$ cat src/rtl/vec_cfg_pkg.sv
package vec_cfg_pkg;

  //////////////////////////////
  // Machine sizing
  //////////////////////////////

  localparam int unsigned NR_LANES       = 4;
  localparam int unsigned ELEN           = 32;
  localparam int unsigned NR_VREGS       = 8;
  localparam int unsigned ELEMS_PER_LANE = 8;
  localparam int unsigned MAX_VL         = NR_LANES * ELEMS_PER_LANE;

  // Derived index widths
  localparam int unsigned LANE_IDX_W = $clog2(NR_LANES);
  localparam int unsigned ROW_W      = $clog2(ELEMS_PER_LANE);
  localparam int unsigned VREG_W     = $clog2(NR_VREGS);
  localparam int unsigned VL_W       = $clog2(MAX_VL + 1);

  typedef logic [ELEN-1:0]       elem_t;
  typedef logic [VREG_W-1:0]     vreg_idx_t;
  typedef logic [VL_W-1:0]       vl_t;
  typedef logic [ROW_W-1:0]      row_t;
  typedef logic [LANE_IDX_W-1:0] lane_idx_t;

  // Location of one element inside a lane's register slice
  typedef struct packed {
    vreg_idx_t vreg;
    row_t      row;
  } vrf_addr_t;

endpackage

$ cat src/rtl/vec_isa_pkg.sv
package vec_isa_pkg;

  //////////////////////////////
  // Operation encoding
  //////////////////////////////

  typedef enum logic [2:0] {
    OP_VADD_VV = 3'd0,
    OP_VSUB_VV = 3'd1,
    OP_VAND_VV = 3'd2,
    OP_VXOR_VV = 3'd3,
    OP_VADD_VX = 3'd4,
    OP_VMV_VX  = 3'd5,
    OP_VEXT_XV = 3'd6
  } vec_op_e;

  //////////////////////////////
  // Core interface
  //////////////////////////////

  typedef struct packed {
    logic                   valid;
    vec_op_e                op;
    vec_cfg_pkg::vreg_idx_t vd;
    vec_cfg_pkg::vreg_idx_t vs1;
    vec_cfg_pkg::vreg_idx_t vs2;
    vec_cfg_pkg::elem_t     scalar;
    vec_cfg_pkg::vl_t       vl;
  } acc_req_t;

  typedef struct packed {
    logic               valid;
    vec_cfg_pkg::elem_t data;
  } acc_resp_t;

  // Decoded instruction, dispatcher to sequencer
  typedef struct packed {
    vec_op_e                op;
    vec_cfg_pkg::vreg_idx_t vd;
    vec_cfg_pkg::vreg_idx_t vs1;
    vec_cfg_pkg::vreg_idx_t vs2;
    vec_cfg_pkg::elem_t     scalar;
    vec_cfg_pkg::vl_t       vl;
    logic                   writes_vd;
    logic                   is_ext;
  } vec_req_t;

  // Broadcast to all lanes
  typedef struct packed {
    vec_op_e                op;
    vec_cfg_pkg::vreg_idx_t vd;
    vec_cfg_pkg::vreg_idx_t vs1;
    vec_cfg_pkg::vreg_idx_t vs2;
    vec_cfg_pkg::elem_t     scalar;
    vec_cfg_pkg::vl_t       vl;
  } pe_req_t;

endpackage

$ cat src/rtl/vec_dispatcher.sv
`timescale 1ns/10ps

module vec_dispatcher (
  input  logic                  clk_i,
  input  logic                  rst_n_i,
  input  vec_isa_pkg::acc_req_t acc_req_i,
  output logic                  acc_req_ready_o,
  output vec_isa_pkg::vec_req_t vec_req_o,
  output logic                  vec_req_valid_o,
  input  logic                  vec_req_ready_i
);
  import vec_cfg_pkg::*;
  import vec_isa_pkg::*;

  logic     full_q;
  vec_req_t req_q;
  vec_req_t decoded;
  logic     accept;

  // Core sees back-pressure while the entry is occupied
  assign acc_req_ready_o = ~full_q;
  assign accept          = acc_req_i.valid & ~full_q;

  //////////////////////////////
  // Decode
  //////////////////////////////

  always_comb begin
    decoded.op        = acc_req_i.op;
    decoded.vd        = acc_req_i.vd;
    decoded.vs1       = acc_req_i.vs1;
    decoded.vs2       = acc_req_i.vs2;
    decoded.scalar    = acc_req_i.scalar;
    decoded.is_ext    = (acc_req_i.op == OP_VEXT_XV);
    decoded.writes_vd = (acc_req_i.op != OP_VEXT_XV);
    // Oversized lengths saturate at the register size
    if (acc_req_i.vl > vl_t'(MAX_VL)) begin
      decoded.vl = vl_t'(MAX_VL);
    end else begin
      decoded.vl = acc_req_i.vl;
    end
  end

  //////////////////////////////
  // One-entry buffer
  //////////////////////////////

  always_ff @(posedge clk_i) begin
    if (!rst_n_i) begin
      full_q <= 1'b0;
    end else if (accept) begin
      full_q <= 1'b1;
    end else if (full_q && vec_req_ready_i) begin
      full_q <= 1'b0;
    end
  end

  always_ff @(posedge clk_i) begin
    if (accept) begin
      req_q <= decoded;
    end
  end

  assign vec_req_o       = req_q;
  assign vec_req_valid_o = full_q;

endmodule

$ cat config.mk
export PLATFORM = sky130hd
export DESIGN_NAME = vec_dispatcher
export DESIGN_NICKNAME = d
export VERILOG_FILES = /design/src/rtl/vec_cfg_pkg.sv /design/src/rtl/vec_isa_pkg.sv /design/src/rtl/vec_dispatcher.sv
export SDC_FILE = /design/constraint.sdc
export NUM_CORES = 1
export LEC_CHECK = 0
export BUFFER_PORTS_ARGS = -buffer_cell sky130_fd_sc_hd__clkbuf_2
export CORE_MARGIN = 2
export CORE_UTILIZATION = 40
export DETAILED_ROUTE_END_ITERATION = 16
export HOLD_SLACK_MARGIN = 0.05
export MAX_ROUTING_LAYER = met4
export PLACE_DENSITY = 0.77
export SLEW_MARGIN = 20
export SYNTH_ARGS = -nofsm -noshare
export SYNTH_HDL_FRONTEND = slang
export SYNTH_SLANG_ARGS = --single-unit
$ cat constraint.sdc
create_clock -name clk_i -period 4.03 [get_ports clk_i]
set_input_delay 0.403 -clock clk_i [delete_from_list [all_inputs] [get_ports clk_i]]
set_output_delay 0.403 -clock clk_i [all_outputs]
set_load 0.005 [all_outputs]
== Yosys cells after proc, flatten, opt, wreduce, memory -nomap -nowiden ==
Cells that the tools add are included.
Storage, ports and cells
  input port bits: 54
  bits in registers: 53
  output and inout port bits: 54
Operators by class
  magnitude comparators: 1
  multiplexer cells: 2
  eq/ne operators: 2
  bitwise gates (word level): 2
  reductions and logical operators: 2
Operators with widths (count)
  $gt 6x6->1 const B: 1
  $eq 3x3->1 const B: 1
  $ne 3x3->1 const B: 1
  $mux 1: 2
  $reduce_bool 2->1: 1
  $and 1x1->1: 1
  $logic_and 1x1->1: 1
  $not 1->1: 1

== Logic depth before layout (Yosys ltp) ==
  depth after elaboration: 3
  mapped depth: 2
  depth with buffers taken out: 2

== Worst setup path after synthesis ==
Ideal clock, no wire load.
  path type: input -> register
  start: input acc_req_i[50] (netlist name)
  end: register req_q, in the netlist vec_req_o[0] (enable)
  required time: 3562 ps
  setup slack: 857 ps
  stages on the path: 1
  data arrival time: 2705 ps
  buffers on the path: 0
  setup time: 468 ps
  path through: nor2b_1
On the way
  word-level cells in the longest chain between the ends: 1
Ends and longest elaborated chain
  start: declaration: line vec_dispatcher.sv:6  | input vec_isa_pkg::acc_req_t acc_req_i,
  $and 1x1->1: line vec_dispatcher.sv:22  | assign accept = acc_req_i.valid & ~full_q;
  end signal: assignment: line vec_dispatcher.sv:60  | req_q <= decoded;
  end: declaration: line vec_dispatcher.sv:16  | vec_req_t req_q;
Every way passes these cells.
A chain may end at the register's enable or synchronous reset.

== Worst setup path after layout ==
  start: register full_q (netlist: vec_req_valid_o)
  end: register req_q, in the netlist vec_req_o[46] (enable)
On the way
  word-level cells in the longest chain between the ends: 2
Ends and longest elaborated chain
  start: declaration: line vec_dispatcher.sv:15  | logic full_q;
  start signal: assignment: line vec_dispatcher.sv:50  | full_q <= 1'b0;
  start signal: assignment: line vec_dispatcher.sv:52  | full_q <= 1'b1;
  start signal: assignment: line vec_dispatcher.sv:54  | full_q <= 1'b0;
  $not 1->1: line vec_dispatcher.sv:22
  $and 1x1->1: line vec_dispatcher.sv:22
  net accept: line vec_dispatcher.sv:18  | logic accept;
The timed path passes the listed nets, and every way through them passes these cells.

==> results_dict.tcl <==
set metrics [dict create \
    status "completed" \
    slew_violations 0 \
    syn_area_per_cell_um2 25.1 \
    setup_viol 0 \
    synthFlopType "edfxtp_1" \
    first_pass_iters 4 \
    yosysMostFrequentCell "edfxtp_1" \
    cp.required_ns 4.01 \
    root_buffer "clkbuf_8" \
    ys_ff_latch 53 \
    die_area_um2 4670 \
    numCtsBuffers 5 \
    die_w_um 68.3 \
    clock_latency_ns 0.30 \
    cts_hold_buffers 0 \
    route.detailed.drc 0 \
    yosysSeqAreaShare 0.956 \
    grt_use_met2 0.255 \
    yosysUniqueCellTypes 9 \
    synth_edf_count 52 \
    via_per_inst 4.33 \
    num_vias 1001 \
    netlist_area_um2 1650 \
    ant_nets 0 \
    antenna_cells 0 \
    drt-initial-drc-count 36 \
    clk_path_buf_depth 2 \
    slew_headroom 0.443 \
    whs_ns 0.274 \
    tns_ns 0 \
    power_leakage_uw 0.00105 \
    skew_ns 0.00933 \
    final_nets 234 \
    netlist_instances 66 \
    dieHeight_um 68.3 \
    use_met3 0.0641 \
    routed_wl_mm 3.21 \
    nFillCells 321 \
    grt_max_degree 32 \
    start_util 0.414 \
    powerDensity_nw_per_um2 456 \
    critPathMaxStageDelay_ns 0.69 \
    yosysWarnings 0 \
    yosys-top-cells-area "edfxtp_1 94%, nor2b_1 2.3%, dfxtp_1 1.2%" \
    cts.sinks 53 \
    cts-htree-levels 2 \
    std_cell_rows 23 \
    maxCapViolCount 0 \
    drive_gt1_frac 0.641 \
    post_cts_resized 0 \
    globalRouteMet1Util 0.152 \
    worstHoldPathType "primary input to flop" \
    gr-max-usage-layer "met2" \
    design_area_um2 2370 \
    wl_per_cell_um 13.9 \
    yosys.area.top_type "edfxtp_1" \
    hold_viol 0 \
    power_uw 1080 \
    synth_fp_nets 120 \
    layout_min_cycle_time_ns 1.81 \
    async_flop_share 0 \
    antenna_found_initial 0 \
    cp_cell_sequence "nor2b_4 > buf_4" \
    rsz0062_at_grt "no" \
    area.growth.synth_to_final_pct 43.6 \
    io_pins 108 \
    grt-ovfl-total 0 \
    first_global_vias 998 \
    critPathMaxFanout 31 \
    crit_slowest_cell "nor2b_4" \
    worst_setup_path_start_kind "flop" \
    clk_pin_slew_ns 0.09 \
    path_class "flop to flop" \
    grt_use_total 0.148 \
    netlist.area_leader.share 0.944 \
    cts_setup_buffers 0 \
    grt_first_pass_wirelength_mm 4.48 \
    worst_slew_pin_slew_ns 0.834 \
    finalCritPeriodShare 0.450 \
    core-area_um2 4000 \
    fmax_ghz 0.552 \
    place_area_um2 2260 \
    synth_commonest_cells "52 x edfxtp_1, 6 x nor2b_1, 2 x nand2_1" \
    crit_arrival_ns 1.79 \
    irDropWorstVdd_mv 0.300 \
    port_buffers 107 \
    cts_tree "built" \
    gp_congestion 0.793 \
    utilization 0.594 \
    setup.worst_path.end_class "flop" \
    dp_hpwl_mm 2.50 \
]
[final timing paths]
| kind | slack (ns) | cells past startpoint | endpoint | start |
|---|---|---|---|---|
| max reg2reg | 2.22 | 2 | vec_req_o[46] | vec_req_valid_o |
| min | 0.27 | 1 | vec_req_o[16] | acc_req_i[14] |
| min reg2reg | 0.64 | 2 | vec_req_valid_o | vec_req_valid_o |
| max | 2.22 | 2 | vec_req_o[46] | vec_req_valid_o |
[power by group]
| group | switching, uW | internal [uW] | total (uW) |
|---|---|---|---|
| combinational | 39.8 | 41.8 | 81.6 |
| sequential | 9.81 | 645 | 655 |
| clock | 161 | 186 | 348 |
| total | 211 | 873 | 1080 |
[metal layers]
| metal | share of wire | wire length (um) |
|---|---|---|
| met5 | 0 | 0 |
| met4 | 0.0031 | 10 |
| met3 | 0.10 | 320 |
| met2 | 0.54 | 1740 |
| met1 | 0.35 | 1140 |
[worst max-delay path, delay by kind of cell (launching register included)]
family / cells / cell delay [ns]
AND/OR/NAND/NOR: 1 / 0.69
buffers and inverters: 1 / 0.41
flip-flops: 1 / 0.38
[metrics by stage]
step	std cells	worst slack [ns]
global placement	223	2.12
global route	231	2.10
detailed placement	223	2.07
CTS	231	2.19
finish	231	2.22
floorplan	66	0.857
[layout by cell type, fill, tap and decap left out]
| cell type | n |
|---|---|
| o211a_1 | 1 |
| clkbuf_8 | 5 |
| nor2b_4 | 1 |
| or2_1 | 1 |
| clkbuf_1 | 1 |
| buf_4 | 1 |
| nor2b_1 | 5 |
| nand2_1 | 2 |
| dfxtp_1 | 1 |
| bufinv_16 | 1 |
| clkinv_4 | 1 |
| inv_1 | 1 |
| clkbuf_2 | 107 |
| edfxtp_1 | 52 |
| nor2_1 | 1 |
[area by class of cell]
class | instances | area (um^2) | area share
flip-flops and latches | 53 | 1580 | 0.666
repair buffers | 108 | 543 | 0.229
multi-input cells | 11 | 72.6 | 0.0306
clock buffers | 6 | 72.6 | 0.0306
well taps | 50 | 62.6 | 0.0263
clock inverters | 2 | 38.8 | 0.0163
inverters | 1 | 3.75 | 0.00158
[registers in the layout, summed over array words and instances (netlist names)]
| register | cells |
|---|---|
| vec_req_o | 52 |
| vec_req_valid_o | 1 |
[logic make-up after synthesis]
logic type	count (synthesis)	synth area share
AO/OA/AOI/OAI	1	0.00605
AND/OR/NAND/NOR	10	0.0333
flip-flops	53	0.956
buffers and inverters	2	0.00453
No activity file was read; power rests on OpenSTA's default activity.
